`src/relay_pkg.sv`:
```
// relay_pkg
// shared widths, flit layout and depth/credit constants
// for the credit-flow word relay

`default_nettype none

package relay_pkg;

	// ----------------------------------------------------------------------
	// field widths
	// ----------------------------------------------------------------------
	localparam int DATA_W   = 32;
	localparam int SEQ_W    = 8;
	localparam int CREDIT_W = 4;

	// payload word from upstream
	typedef logic [DATA_W-1:0] data_t;
	// sequence stamp, wraps modulo 256
	typedef logic [SEQ_W-1:0] seq_t;
	// credit count, sized to hold the largest depth
	typedef logic [CREDIT_W-1:0] credit_t;

	// stamped flit as it leaves the relay
	// parity is even over seq and data together
	typedef struct packed {
		seq_t  seq;
		data_t data;
		logic  parity;
	} flit_t;

	// ----------------------------------------------------------------------
	// buffer depths and credits
	// ----------------------------------------------------------------------
	// ingress depth also sets the upstream's starting credits
	localparam int IN_DEPTH    = 8;
	localparam int OUT_DEPTH   = 4;
	localparam int OUT_CREDITS = 4;

endpackage

`default_nettype wire
```
`src/relay_top.sv`:
```
// relay_top
// credit-flow word relay
// ingress buffer, then sequence/parity stamp, then credited egress

`timescale 1ns/100ps
`default_nettype none

module relay_top (
	input  wire logic             clk,
	input  wire logic             rst,
	input  wire logic             in_valid,
	input  wire relay_pkg::data_t in_data,
	output logic                  in_credit,
	output logic                  out_valid,
	output relay_pkg::flit_t      out_flit,
	input  wire logic             out_credit
);

	import relay_pkg::*;

	// ingress to tag
	data_t head_data;
	logic  head_empty;
	logic  pop;

	// tag to egress
	logic  tag_wr;
	flit_t tag_flit;
	logic  egress_full;

	// ----------------------------------------------------------------------
	// stage chain
	// ----------------------------------------------------------------------
	ingress_stage ingress_stage_i (
		.clk       (clk),
		.rst       (rst),
		.in_valid  (in_valid),
		.in_data   (in_data),
		.pop       (pop),
		.head_data (head_data),
		.head_empty(head_empty),
		.in_credit (in_credit)
	);

	tag_stage tag_stage_i (
		.clk        (clk),
		.rst        (rst),
		.head_data  (head_data),
		.head_empty (head_empty),
		.egress_full(egress_full),
		.pop        (pop),
		.tag_wr     (tag_wr),
		.tag_flit   (tag_flit)
	);

	egress_stage egress_stage_i (
		.clk        (clk),
		.rst        (rst),
		.tag_wr     (tag_wr),
		.tag_flit   (tag_flit),
		.out_credit (out_credit),
		.egress_full(egress_full),
		.out_valid  (out_valid),
		.out_flit   (out_flit)
	);

endmodule

`default_nettype wire

```
`src/egress_stage.sv`:
```
// egress_stage
// holds stamped flits and sends them downstream one per credit
// credit counter starts at OUT_CREDITS, out_valid is registered

`timescale 1ns/100ps
`default_nettype none

module egress_stage (
	input  wire logic             clk,
	input  wire logic             rst,
	input  wire logic             tag_wr,
	input  wire relay_pkg::flit_t tag_flit,
	input  wire logic             out_credit,
	output logic                  egress_full,
	output logic                  out_valid,
	output relay_pkg::flit_t      out_flit
);

	import relay_pkg::*;

	// fifo head side
	flit_t head_flit;
	logic  head_empty;

	// downstream credits held
	credit_t credits;
	// launch a flit this cycle
	logic send;

	// ----------------------------------------------------------------------
	// flit buffer
	// ----------------------------------------------------------------------
	// tag stage only writes while not full
	fifo #(
		.WIDTH($bits(flit_t)),
		.DEPTH(OUT_DEPTH)
	) fifo_i (
		.clk   (clk),
		.rst   (rst),
		.rd    (send),
		.wr    (tag_wr),
		.w_data(tag_flit),
		.empty (head_empty),
		.full  (egress_full),
		.r_data(head_flit)
	);

	// flit ready and at least one credit
	assign send = ~head_empty & (credits != '0);

	// ----------------------------------------------------------------------
	// credit counter
	// ----------------------------------------------------------------------
	always_ff @(posedge clk or posedge rst) begin
		if (rst) begin
			credits <= credit_t'(OUT_CREDITS);
		end else begin
			case ({out_credit, send})
				2'b10: credits <= credits + 1'b1;
				2'b01: credits <= credits - 1'b1;
				// return and send cancel out
				default: credits <= credits;
			endcase
		end
	end

	// ----------------------------------------------------------------------
	// output register
	// ----------------------------------------------------------------------
	// one-cycle valid pulse per flit
	always_ff @(posedge clk or posedge rst) begin
		if (rst) begin
			out_valid <= 1'b0;
		end else begin
			out_valid <= send;
		end
	end

	// payload only loads on a send
	always_ff @(posedge clk) begin
		if (send) begin
			out_flit <= head_flit;
		end
	end

endmodule

`default_nettype wire

```
`src/tag_stage.sv`:
```
// tag_stage
// moves a word from the ingress head into the egress FIFO
// stamps it with a wrapping sequence number and even parity

`timescale 1ns/100ps
`default_nettype none

module tag_stage (
	input  wire logic             clk,
	input  wire logic             rst,
	input  wire relay_pkg::data_t head_data,
	input  wire logic             head_empty,
	input  wire logic             egress_full,
	output logic                  pop,
	output logic                  tag_wr,
	output relay_pkg::flit_t      tag_flit
);

	import relay_pkg::*;

	// next stamp to hand out
	seq_t seq_q;
	// a word moves this cycle
	logic xfer;

	// ----------------------------------------------------------------------
	// transfer decision
	// ----------------------------------------------------------------------
	// word waiting and room downstream
	assign xfer = ~head_empty & ~egress_full;

	// pop and write always travel together
	assign pop    = xfer;
	assign tag_wr = xfer;

	// ----------------------------------------------------------------------
	// flit build
	// ----------------------------------------------------------------------
	always_comb begin
		tag_flit.seq    = seq_q;
		tag_flit.data   = head_data;
		// xor over all 40 stamped bits
		tag_flit.parity = ^{seq_q, head_data};
	end

	// sequence counter, 255 rolls to 0
	always_ff @(posedge clk or posedge rst) begin
		if (rst) begin
			seq_q <= '0;
		end else if (xfer) begin
			seq_q <= seq_q + 1'b1;
		end
	end

endmodule

`default_nettype wire

```
`src/ingress_stage.sv`:
```
// ingress_stage
// buffers credited upstream words in a FIFO
// returns one credit pulse upstream for every word popped

`timescale 1ns/100ps
`default_nettype none

module ingress_stage (
	input  wire logic            clk,
	input  wire logic            rst,
	input  wire logic            in_valid,
	input  wire relay_pkg::data_t in_data,
	input  wire logic            pop,
	output relay_pkg::data_t     head_data,
	output logic                 head_empty,
	output logic                 in_credit
);

	import relay_pkg::*;

	// pop that actually removes a word
	logic pop_en;

	// ----------------------------------------------------------------------
	// word buffer
	// ----------------------------------------------------------------------
	// upstream never sends without a credit, so no overflow
	fifo #(
		.WIDTH($bits(data_t)),
		.DEPTH(IN_DEPTH)
	) fifo_i (
		.clk   (clk),
		.rst   (rst),
		.rd    (pop),
		.wr    (in_valid),
		.w_data(in_data),
		.empty (head_empty),
		.full  (),
		.r_data(head_data)
	);

	assign pop_en = pop & ~head_empty;

	// credit return, one cycle after the pop
	always_ff @(posedge clk or posedge rst) begin
		if (rst) begin
			in_credit <= 1'b0;
		end else begin
			in_credit <= pop_en;
		end
	end

endmodule

`default_nettype wire

```
`src/fifo.sv`:
```
// fifo
// first-word-fall-through register FIFO
// registered full/empty flags, head word shown combinationally
// DEPTH is expected to be a power of two

`timescale 1ns/100ps
`default_nettype none

module fifo #(
	parameter int WIDTH = 32,
	parameter int DEPTH = 8
) (
	input  wire logic             clk,
	input  wire logic             rst,
	input  wire logic             rd,
	input  wire logic             wr,
	input  wire logic [WIDTH-1:0] w_data,
	output logic                  empty,
	output logic                  full,
	output logic      [WIDTH-1:0] r_data
);

	// storage
	logic [WIDTH-1:0] mem [DEPTH];

	// pointers and flags
	logic [$clog2(DEPTH)-1:0] w_ptr;
	logic [$clog2(DEPTH)-1:0] r_ptr;
	logic [$clog2(DEPTH)-1:0] w_ptr_succ;
	logic [$clog2(DEPTH)-1:0] r_ptr_succ;
	logic [$clog2(DEPTH)-1:0] w_ptr_next;
	logic [$clog2(DEPTH)-1:0] r_ptr_next;
	logic full_q;
	logic empty_q;
	logic full_next;
	logic empty_next;

	// qualified requests
	logic wr_en;
	logic rd_en;

	// write dropped when full, read dropped when empty
	assign wr_en = wr & ~full_q;
	assign rd_en = rd & ~empty_q;

	// ----------------------------------------------------------------------
	// storage array
	// ----------------------------------------------------------------------
	always_ff @(posedge clk) begin
		if (wr_en) begin
			mem[w_ptr] <= w_data;
		end
	end

	// head word falls through
	assign r_data = mem[r_ptr];

	// ----------------------------------------------------------------------
	// pointer and flag control
	// ----------------------------------------------------------------------
	assign w_ptr_succ = w_ptr + 1'b1;
	assign r_ptr_succ = r_ptr + 1'b1;

	always_comb begin
		// hold by default
		w_ptr_next = w_ptr;
		r_ptr_next = r_ptr;
		full_next  = full_q;
		empty_next = empty_q;
		case ({wr_en, rd_en})
			2'b10: begin
				// write only
				w_ptr_next = w_ptr_succ;
				empty_next = 1'b0;
				if (w_ptr_succ == r_ptr) begin
					full_next = 1'b1;
				end
			end
			2'b01: begin
				// read only
				r_ptr_next = r_ptr_succ;
				full_next  = 1'b0;
				if (r_ptr_succ == w_ptr) begin
					empty_next = 1'b1;
				end
			end
			2'b11: begin
				// occupancy unchanged
				w_ptr_next = w_ptr_succ;
				r_ptr_next = r_ptr_succ;
			end
			default: begin
			end
		endcase
	end

	always_ff @(posedge clk or posedge rst) begin
		if (rst) begin
			w_ptr   <= '0;
			r_ptr   <= '0;
			full_q  <= 1'b0;
			empty_q <= 1'b1;
		end else begin
			w_ptr   <= w_ptr_next;
			r_ptr   <= r_ptr_next;
			full_q  <= full_next;
			empty_q <= empty_next;
		end
	end

	assign full  = full_q;
	assign empty = empty_q;

endmodule

`default_nettype wire

```
`config.mk`:
```
export PLATFORM = sky130hd
export DESIGN_NAME = relay_top
export DESIGN_NICKNAME = d
export VERILOG_FILES = /design/src/relay_pkg.sv /design/src/relay_top.sv /design/src/egress_stage.sv /design/src/tag_stage.sv /design/src/ingress_stage.sv /design/src/fifo.sv
export SDC_FILE = /design/constraint.sdc
export NUM_CORES = 1
export LEC_CHECK = 0
export BUFFER_PORTS_ARGS = -buffer_cell sky130_fd_sc_hd__buf_2
export CORE_UTILIZATION = 55
export DETAILED_ROUTE_END_ITERATION = 10
export PLACE_DENSITY_LB_ADDON = 0.08
export SYNTH_ARGS = -nofsm -noshare
export SYNTH_HDL_FRONTEND = slang
export SYNTH_SLANG_ARGS = --single-unit
```
`constraint.sdc`:
```
create_clock -name clk -period 3.8 [get_ports clk]
set_input_delay 0 -clock clk [delete_from_list [all_inputs] [get_ports clk]]
set_output_delay 0 -clock clk [all_outputs]
set_load 0.05 [all_outputs]
```
==> out/metrics.cfg, run 1 <==
[global_route]
gr-total-overflow=0
antenna_found_initial=2
grt_pass1_vias=8808
grt.total_usage_pct=20.4
grt_max_degree=47
grt_pass1_wl_um=52500

[yosys]
synthArstFlopShare_pct=5.73
synth_edf_count=461
netlist_top_cells_count=edfxtp_1 (461), mux4_2 (87), mux2_2 (34)
syn_area_mm2=0.0187
syn_nets=860
synthAdderAreaFrac_pct=0.908
synth_area_leader_cell=edfxtp_1
synth_top_family_by_area=multiplexers
synth_xor_area_share_pct=3.55
synth_most_common_cell=edfxtp_1
seq_area_frac_synth_pct=77.6
yosysWarnings=0
synth_compound_area_share_pct=0.314
synthMuxAreaShare_pct=15.4
synth_top_area_share_pct=73.9
synth_cell_types=35
netlist_instances=811
ys_top_cells_by_area=edfxtp_1 (74%), mux4_2 (10%), dfrtp_1 (3.3%)
syn_area_per_cell_um2=23.1
ys_ff_latch=489
synthSimpleGateAreaFrac_pct=1.14
synth_top_flop_cell=edfxtp_1

[power]
combPwrFrac_pct=36.6
p_seq_share_pct=42.8
power.internal_mw=14.9
sw_frac_of_total_pct=32.4
pwr_density_cell_mw_per_mm2=1010
vdd_drop_max_mv=0.857
power_switching_mw=7.11
p_clk_share_pct=20.5
p_leak_nw=7.42

[sta]
post-route-min-period_ns=3.34
rsz0062_at_grt=false
fin_crit_sh_pct=88.0
fmax_ghz=0.299
finalSetupTns_ns=0
slew_viol_final=0
hold_viol=0
worst_pin_slew_ns=0.893
finClkSkew_ns=0.0119
max_slew_margin_pct=40.5
setup_viol=0

[detailed_routing]
drtIter0Drc=627
drc_errors=0
final_antenna_net_count=0
viasPerCell=5.63
post_drt_wl_per_cell_um=23.5
dr.pass1.iters=5
num_vias=8197
wirelength_um=34200

[layout]
nets=1023
area.growth.synth_to_final_pct=16.0
stdcell_area_mm2=0.0217
layout-drive-gt1-share_pct=31.9

[worst_setup_path]
startpoint_type=flop
critPathRequiredTime_ns=4.07
worstPathArrival_ns=3.61
r2r_slack_ns=0.46
criticalPathCategory=reg2reg
endpoint_kind=flop
cp_max_fo=20

[floorplanning]
pin_count=79
initial_core_util_pct=55.9
die_w_um=187
dieArea_mm2=0.0348
fp.coreArea_mm2=0.0335
die_h_um=187
row_count=67

[min_path]
worstHoldPathType=in2async

[status]
status=complete, no violations

[flow_run]
maxCapViolCount=0

[clock_tree]
cts_buffer_depth=3
postCtsResizedCells=0
clk_pin_slew_ns=0.06
clk_latency_ns=0.54
tritoncts=built
cts_sinks=489
cts_max_level=2
cts_root_buffer=clkbuf_16
cts_buffers=47

[placed_design]
placed_area_mm2=0.0199
place.gp.congestion=0.711
port_buffers=78
dp_hpwl_um=20100

## area by class of cell
| cell class | instances | area [um^2] |
|---|---|---|
| Antenna cell | 2 | 5.00 |
| Clock buffer | 65 | 1330 |
| Clock inverter | 16 | 175 |
| Fill cell | 2227 | 11800 |
| Inverter | 7 | 26.3 |
| Multi-Input combinational cell | 284 | 4060 |
| Sequential cell | 489 | 14600 |
| Tap cell | 448 | 561 |
| Timing Repair Buffer | 145 | 1020 |
## state kept, by name, indices dropped and copies added (netlist names)
register                      count
ingress_stage_i.fifo_i.mem      256
egress_stage_i.fifo_i.mem       164
egress_stage_i.out_flit          41
tag_stage_i.seq_q                 8
egress_stage_i.credits            4
ingress_stage_i.fifo_i.r_ptr      3
ingress_stage_i.fifo_i.w_ptr      3
egress_stage_i.fifo_i.r_ptr       2
egress_stage_i.fifo_i.w_ptr       2
egress_stage_i.fifo_i.empty       1
egress_stage_i.fifo_i.full        1
egress_stage_i.out_valid          1
ingress_stage_i.fifo_i.empty      1
ingress_stage_i.fifo_i.full       1
ingress_stage_i.in_credit         1
## per-layer routing
metal	track usage, %	wire length, um
met1	28.1	14700
met2	34.3	17300
met3	3.46	1730
met4	4.89	471
met5	0	10
## per-stage QoR
stage	utilization [%]	worst slack [ns]	cells	total power, mW	hold slack, ns
global route	64.8	0.316	1454	23.0	0.121
finish	64.8	0.456	1456	22.0	0.0900
CTS	64.8	0.443	1454	22.2	0.0704
detailed placement	59.3	0.455	1338	17.7	0.102
global placement	59.3	0.490	1338	17.5	0.0875
floorplan	-	0.303	811	15.6	0.0632
## placed cells by master (no fill, tap or decap), drive strengths merged, types with 2 or more instances in the layout
| master | netlist | final |
|---|---|---|
| xnor2 | 33 | 33 |
| and2 | 4 | 4 |
| nand2 | 12 | 12 |
| a21oi | 6 | 6 |
| xnor3 | 4 | 4 |
| nand3 | 2 | 2 |
| mux4 | 105 | 105 |
| edfxtp | 461 | 461 |
| nor3 | 5 | 5 |
| clkinv | 0 | 12 |
| buf | 19 | 110 |
| dfrtp | 25 | 25 |
| dlygate4sd3 | 0 | 35 |
| nand4 | 2 | 2 |
| mux2i | 6 | 6 |
| dfstp | 3 | 3 |
| diode | 0 | 2 |
| o21ai | 3 | 3 |
| inv | 7 | 7 |
| xor2 | 30 | 30 |
| mux2 | 35 | 35 |
| nor2 | 17 | 17 |
| ha | 12 | 12 |
| clkbuf | 12 | 65 |
| nand2b | 3 | 3 |
| bufinv | 0 | 4 |
## worst paths after layout
check,endpoint,cells after the start,startpoint
min in group clk,ingress_stage_i.fifo_i.full,4,in_valid
worst min register to register,egress_stage_i.credits[3],1,egress_stage_i.credits[3]
worst max register to register,egress_stage_i.fifo_i.mem[2][0],7,ingress_stage_i.fifo_i.r_ptr[0]
worst min-delay path,egress_stage_i.fifo_i.w_ptr[0],4,rst
max in group asynchronous,ingress_stage_i.fifo_i.r_ptr[0],4,rst
worst max-delay path,egress_stage_i.fifo_i.mem[2][0],7,ingress_stage_i.fifo_i.r_ptr[0]
## critical path, stage by stage (launching register included)
cell and delay, ns:
dfrtp_4 0.65, mux4_1 0.67, xor2_1 0.17, mux2i_1 0.26, xnor3_1 0.38, xnor3_1 0.32, xnor2_1 0.15, xnor3_1 0.46
## power groups by stage
stage | logic, mW | clock network (mW) | registers (mW)
floorplan | 5.55 | 0 | 10.0
CTS | 8.18 | 4.61 | 9.46
global placement | 8.07 | 0 | 9.48
global route | 8.58 | 4.81 | 9.57
detailed placement | 8.13 | 0 | 9.58
finish | 8.05 | 4.52 | 9.42
## repair_timing
item	4_1_cts	5_1_grt
hold buffers	35	0
hold endpoints to repair	291	0
buffers inserted	0	0
## cells by family after synthesis
logic type / after synthesis
DFF: 489
muxes: 146
xor gates and xnor gates: 67
and+or+nand+nor: 47
buffers and inverters: 38
adders and majority gates: 13
AOI/OAI and AO/OA: 11
No activity file was read; power rests on OpenSTA's default activity.
==> run 2: changes to the inputs <==
--- a/config.mk
+++ b/config.mk
@@ -6,9 +6,10 @@
 export NUM_CORES = 1
 export LEC_CHECK = 0
 export BUFFER_PORTS_ARGS = -buffer_cell sky130_fd_sc_hd__buf_2
-export CORE_UTILIZATION = 55
+export CORE_UTILIZATION = 61
 export DETAILED_ROUTE_END_ITERATION = 10
 export PLACE_DENSITY_LB_ADDON = 0.08
 export SYNTH_ARGS = -nofsm -noshare
 export SYNTH_HDL_FRONTEND = slang
+export SYNTH_HIERARCHICAL = 1
 export SYNTH_SLANG_ARGS = --single-unit
==> constraint.sdc (replaced) <==
create_clock -name clk -period 3.4 [get_ports clk]
set_input_delay 0 -clock clk [delete_from_list [all_inputs] [get_ports clk]]
set_output_delay 0 -clock clk [all_outputs]
set_load 0.05 [all_outputs]
==> run 2 against run 1 <==
  * Largest cell class unchanged
  * Global-route usage rose by 2.4 points
  * Utilization rose by 6.0 points
  * Design area fell by 0.56%
==> out/metrics.cfg, run 2 <==
[global_route]
grt_pass1_vias=8787
grt_pass1_wl_um=51900
antenna_found_initial=2
grt_max_degree=42
gr-total-overflow=0
grt.total_usage_pct=22.7

[min_path]
holdPathStages=4
min-delay-start=out_credit
worstHoldPathType=in2reg
holdPathEnd=egress_stage_i/credits[0]

[layout]
layout-drive-gt1-share_pct=34.4
area.growth.synth_to_final_pct=14.3
mostFrequentLayoutCell=edfxtp_1
fill_cells=1832
nets=1018
regMostFlops=ingress_stage_i/fifo_i/mem
multi_input_area_mm2=0.00390
reg.largest.list=ingress_stage_i/fifo_i/mem: 256 flops, egress_stage_i/fifo_i/mem: 164 flops, egress_stage_i/out_flit: 41 flops
regArea_mm2=0.0146
largest_register_ff_count=256
stdcell_area_mm2=0.0216
final_cell_mix=edfxtp_1 (461), mux4_2 (101), buf_2 (78), xnor2_1 (49), clkbuf_16 (47)

[floorplanning]
pin_count=79
initial_core_util_pct=62.0
row_count=64
die_h_um=178
fp.coreArea_mm2=0.0305
dieArea_mm2=0.0317
die_w_um=178

[yosys]
synth_cell_types=37
netlist_instances=838
yosysWarnings=6
synth_area_leader_cell=edfxtp_1
syn_area_mm2=0.0189
synth_top_area_share_pct=73.2
synthArstFlopShare_pct=5.73
seq_area_frac_synth_pct=77.0
synth_most_common_cell=edfxtp_1
synth_edf_count=461
ys_top_cells_by_area=edfxtp_1 (73%), mux4_2 (12%), dfrtp_1 (3.3%)
syn_area_per_cell_um2=22.6
synth_top_flop_cell=edfxtp_1
ys_ff_latch=489
netlist_top_cells_count=edfxtp_1 (461), mux4_2 (101), xnor2_1 (49)
syn_nets=886

[worst_setup_path]
crit_family=XOR/XNOR gates
r2r_slack_ns=0.24
r2r_cells=7
criticalPathCategory=reg2reg
cp_num_cells=7
slowest_stage=dfrtp_2
worstReg2RegEnd=egress_stage_i/fifo_i/mem[0][0]
crit_chain=buf_4 > mux4_2 > mux2_2 > xnor2_1 > xnor2_1 > xnor3_1 > xnor2_1
startpoint_type=flop
r2r-start=ingress_stage_i/fifo_i/r_ptr[2]
cp_num_buf_inv=1
cp_max_fo=22
path_common_cell=xnor2_1
max_stage_delay_ns=0.69
endpoint_kind=flop
worstPathArrival_ns=3.49
critPathRequiredTime_ns=3.73

[placed_design]
place.gp.congestion=0.734
port_buffers=78
placed_area_mm2=0.0197
dp_hpwl_um=19800

[sta]
worst_pin_slew_ns=0.726
setup_viol=0
slew_viol_final=0
finClkSkew_ns=0.0141
max_slew_margin_pct=51.6
rsz0062_at_grt=false
fmax_ghz=0.317
post-route-min-period_ns=3.16
fin_crit_sh_pct=92.9
hold_viol=0

[detailed_routing]
drtIter0Drc=788
dr.pass1.iters=5
wirelength_um=34400
drc_errors=0
num_vias=8362
viasPerCell=5.96
final_antenna_net_count=0
post_drt_wl_per_cell_um=24.6

[clock_tree]
clk_latency_ns=0.54
cts_buffers=47
postCtsResizedCells=0
cts_buffer_depth=3
clk_pin_slew_ns=0.06
cts_root_buffer=clkbuf_16
cts_sinks=489
cts_max_level=2
tritoncts=built

[flow_run]
maxCapViolCount=0

[status]
status=complete, no violations

-- run 2: stage by stage --
stage / hold slack (ns) / std cells / setup slack [ns] / TNS [ns] / utilization, %
3_5_place_dp: -0.0929 / 1277 / 0.127 / 0 / 64.5
5_1_grt: 0.0526 / 1401 / 0.0667 / 0 / 70.8
2_1_floorplan: -0.271 / 838 / -0.0190 / -1.82 / -
6_report: 0.0450 / 1402 / 0.241 / 0 / 70.8
4_1_cts: 0.0347 / 1397 / 0.102 / 0 / 70.6
3_3_place_gp: -0.0983 / 1277 / 0.167 / 0 / 64.5
-- run 2: layer usage --
layer	vias to the layer above	track usage, %	wire [um]
met3	50	3.69	1780
met4	2	5.34	542
met2	248	36.5	17000
met1	4425	33.3	15100
li1	3637	-	-
met5	-	0	8
-- run 2: cell type report --
type	count	area share, %
antenna	1	0.0116
clock buffer	59	5.93
clock inverter	25	1.03
inverter	8	0.139
multi-input combinational	276	18.0
sequential	489	67.4
tap	396	2.29
timing repair buffer	148	5.18
-- run 2: worst max path at each step --
stage / startpoint / endpoint
floorplan: ingress_stage_i/fifo_i/full / ingress_stage_i/fifo_i/mem[4][0]
global placement: ingress_stage_i/fifo_i/r_ptr[1] / egress_stage_i/fifo_i/mem[2][0]
detailed placement: ingress_stage_i/fifo_i/r_ptr[1] / egress_stage_i/fifo_i/mem[3][0]
CTS: ingress_stage_i/fifo_i/r_ptr[1] / egress_stage_i/fifo_i/mem[3][0]
global route: ingress_stage_i/fifo_i/r_ptr[2] / egress_stage_i/fifo_i/mem[3][0]
finish: ingress_stage_i/fifo_i/r_ptr[2] / egress_stage_i/fifo_i/mem[0][0]
-- run 2: logic make-up (layout without fill, tap and decap cells) --
group | after synthesis | in the layout | share of synthesized area (%)
AND/OR/NAND/NOR | 51 | 51 | 1.48
other | 0 | 1 | 0
adder cells (fa/ha/maj) | 12 | 12 | 0.794
flip-flops | 489 | 489 | 77.0
AO/OA/AOI/OAI | 9 | 9 | 0.318
buffers and inverters | 73 | 240 | 2.73
XOR/XNOR | 63 | 63 | 2.99
multiplexers | 141 | 141 | 14.7
-- run 2: tightest hold or removal path, cell delays in order --
cell and delay (ns):
buf_2 0.09, inv_1 0.09, ha_1 0.25, xnor2_1 0.10
-- run 2: repair_timing --
| item | in CTS | in global routing |
|---|---|---|
| hold buffers | 36 | 0 |
| endpoints found under the setup margin | 0 | 4 |
| hold endpoints to repair | 287 | 0 |
| buffers inserted | 0 | 4 |
Power of run 2 is left out: the tool's default activity adds up to more than one toggle a clock period on the data nets, which glitch-free logic cannot reach.
==> run 3: changes to the inputs <==
--- a/config.mk
+++ b/config.mk
@@ -6,7 +6,7 @@
 export NUM_CORES = 1
 export LEC_CHECK = 0
 export BUFFER_PORTS_ARGS = -buffer_cell sky130_fd_sc_hd__buf_2
-export CORE_UTILIZATION = 61
+export CORE_UTILIZATION = 66
 export DETAILED_ROUTE_END_ITERATION = 10
 export PLACE_DENSITY_LB_ADDON = 0.08
 export SYNTH_ARGS = -nofsm -noshare
==> constraint.sdc (replaced) <==
create_clock -name clk -period 4 [get_ports clk]
set_input_delay 0 -clock clk [delete_from_list [all_inputs] [get_ports clk]]
set_output_delay 0 -clock clk [all_outputs]
set_load 0.05 [all_outputs]
==> run 3 against run 2 <==
  * Worst setup slack improved by 0.48 ns
  * Critical endpoint is now egress_stage_i/fifo_i/mem[1][0]
  * Highest routed layer is now met4
  * Non-clock buffer count decreased by 4
  * Wire length decreased by 1.8%
==> out/metrics.cfg, run 3 (synthesized netlist as in run 2, its figures left out) <==
[min_path]
worstHoldPathType=in2reg
min-delay-start=in_data[7]
holdPathStages=2
holdPathEnd=ingress_stage_i/fifo_i/mem[7][7]

[worst_setup_path]
crit_chain=buf_12 > mux4_2 > mux2_2 > xor2_1 > xnor2_1 > xnor2_1 > xnor3_1 > xnor2_1
worstReg2RegEnd=egress_stage_i/fifo_i/mem[1][0]
r2r_cells=8
path_common_cell=xnor2_1
r2r_slack_ns=0.73
max_stage_delay_ns=0.67
r2r-start=ingress_stage_i/fifo_i/r_ptr[1]
critPathRequiredTime_ns=4.33
slowest_stage=dfrtp_4
criticalPathCategory=reg2reg
cp_max_fo=18
endpoint_kind=flop
worstPathArrival_ns=3.61
startpoint_type=flop

[placed_design]
port_buffers=78
place.gp.congestion=0.755
dp_hpwl_um=20000

[sta]
fin_crit_sh_pct=81.9
fmax_ghz=0.305
finalSetupTns_ns=0
worst_pin_slew_ns=0.882
rsz0062_at_grt=false
finClkSkew_ns=0.0102
post-route-min-period_ns=3.27
setup_viol=0
slew_viol_final=0
max_slew_margin_pct=41.2
hold_viol=0

[flow_run]
maxCapViolCount=0

[clock_tree]
cts_sinks=489
clk_pin_slew_ns=0.06
cts_buffer_depth=3
cts_max_level=2
tritoncts=built
clk_latency_ns=0.54
cts_buffers=46
cts_root_buffer=clkbuf_16

[layout]
area.growth.synth_to_final_pct=13.4
layout-drive-gt1-share_pct=33.0
fill_cells=1482
largest_register_ff_count=256
regMostFlops=ingress_stage_i/fifo_i/mem
final_cell_mix=edfxtp_1 (461), mux4_2 (101), buf_2 (78), xnor2_1 (49), clkbuf_16 (47)
mostFrequentLayoutCell=edfxtp_1
antenna_cells=0
nets=1013
reg.largest.list=ingress_stage_i/fifo_i/mem: 256 flops, egress_stage_i/fifo_i/mem: 164 flops, egress_stage_i/out_flit: 41 flops

[global_route]
grt_pass1_vias=8839
gr-total-overflow=0
grt_pass1_wl_um=51300
grt_max_degree=34
antenna_found_initial=0
grt.total_usage_pct=24.4

[floorplanning]
fp.coreArea_mm2=0.0280
pin_count=79
die_w_um=171
dieArea_mm2=0.0293
die_h_um=171
row_count=61
initial_core_util_pct=67.5

[detailed_routing]
num_vias=8347
drtIter0Drc=805
viasPerCell=6.05
dr.pass1.iters=5
drc_errors=0
post_drt_wl_per_cell_um=24.5
wirelength_um=33800
final_antenna_net_count=0

[status]
status=complete, no violations

[run 3: cell types whose count changed in the layout (fill, tap and decap cells not counted), moves of 2 or more]
cell | previous run | this run
buf_12 | 9 | 7
buf_4 | 25 | 22
clkinvlp_4 | 3 | 0
clkbuf_8 | 6 | 0
clkinv_1 | 3 | 14
clkinv_2 | 11 | 13
clkinv_4 | 3 | 0
[run 3: worst max-delay path: cells and delay by family, from the launching register on]
kind      cells  cell delay, ns
xor+xnor      5            1.26
buf+inv       1            0.25
flops         1            0.67
mux           2            0.88
[run 3: layout make-up]
class                           instances  area, um^2  area share [%]
Sequential cell                       489       14600            67.9
Multi-Input combinational cell        276        3890            18.2
Clock buffer                           53        1200            5.59
Timing Repair Buffer                  144        1070            4.97
Tap cell                              378         473            2.21
Clock inverter                         31         216            1.01
Inverter                                8        30.0           0.140
[run 3: metal layers]
metal | share of wire [%] | track usage, %
met1 | 42 | 33.8
met2 | 51 | 41.0
met3 | 4.9 | 3.70
met4 | 2.3 | 7.34
met5 | 0 | 0
[run 3: per-stage QoR]
stage          utilization (%)  setup slack, ns  cells  instance area [um^2]  hold WS, ns
6_report                  76.5            0.725   1379                 21400        0.262
4_1_cts                   76.5            0.640   1379                 21400        0.239
2_1_floorplan                -            0.158    838                 18900       -0.271
3_3_place_gp              70.1            0.726   1258                 19600      -0.0877
5_1_grt                   76.5            0.502   1379                 21400        0.272
3_5_place_dp              70.1            0.687   1258                 19600      -0.0816
[run 3: how the worst max path moves through the flow]
stage                                    startpoint                              end  slack, ns  cells past startpoint
floorplan                 egress_stage_i/credits[2]        egress_stage_i/credits[2]       0.16                      9
global placement    ingress_stage_i/fifo_i/r_ptr[1]  egress_stage_i/fifo_i/mem[3][0]       0.73                      8
detailed placement  ingress_stage_i/fifo_i/r_ptr[1]  egress_stage_i/fifo_i/mem[2][0]       0.69                      8
CTS                 ingress_stage_i/fifo_i/r_ptr[1]  egress_stage_i/fifo_i/mem[1][0]       0.64                      8
global route        ingress_stage_i/fifo_i/r_ptr[1]  egress_stage_i/fifo_i/mem[2][0]       0.50                      8
finish              ingress_stage_i/fifo_i/r_ptr[1]  egress_stage_i/fifo_i/mem[1][0]       0.73                      8
[run 3: what timing repair did]
item | CTS | global route
endpoints found under the hold margin | 288 | 0
setup buffers | 0 | 0
hold buffers | 37 | 0
gates resized for setup | 0 | 0
Power of run 3 is left out for the same reason.
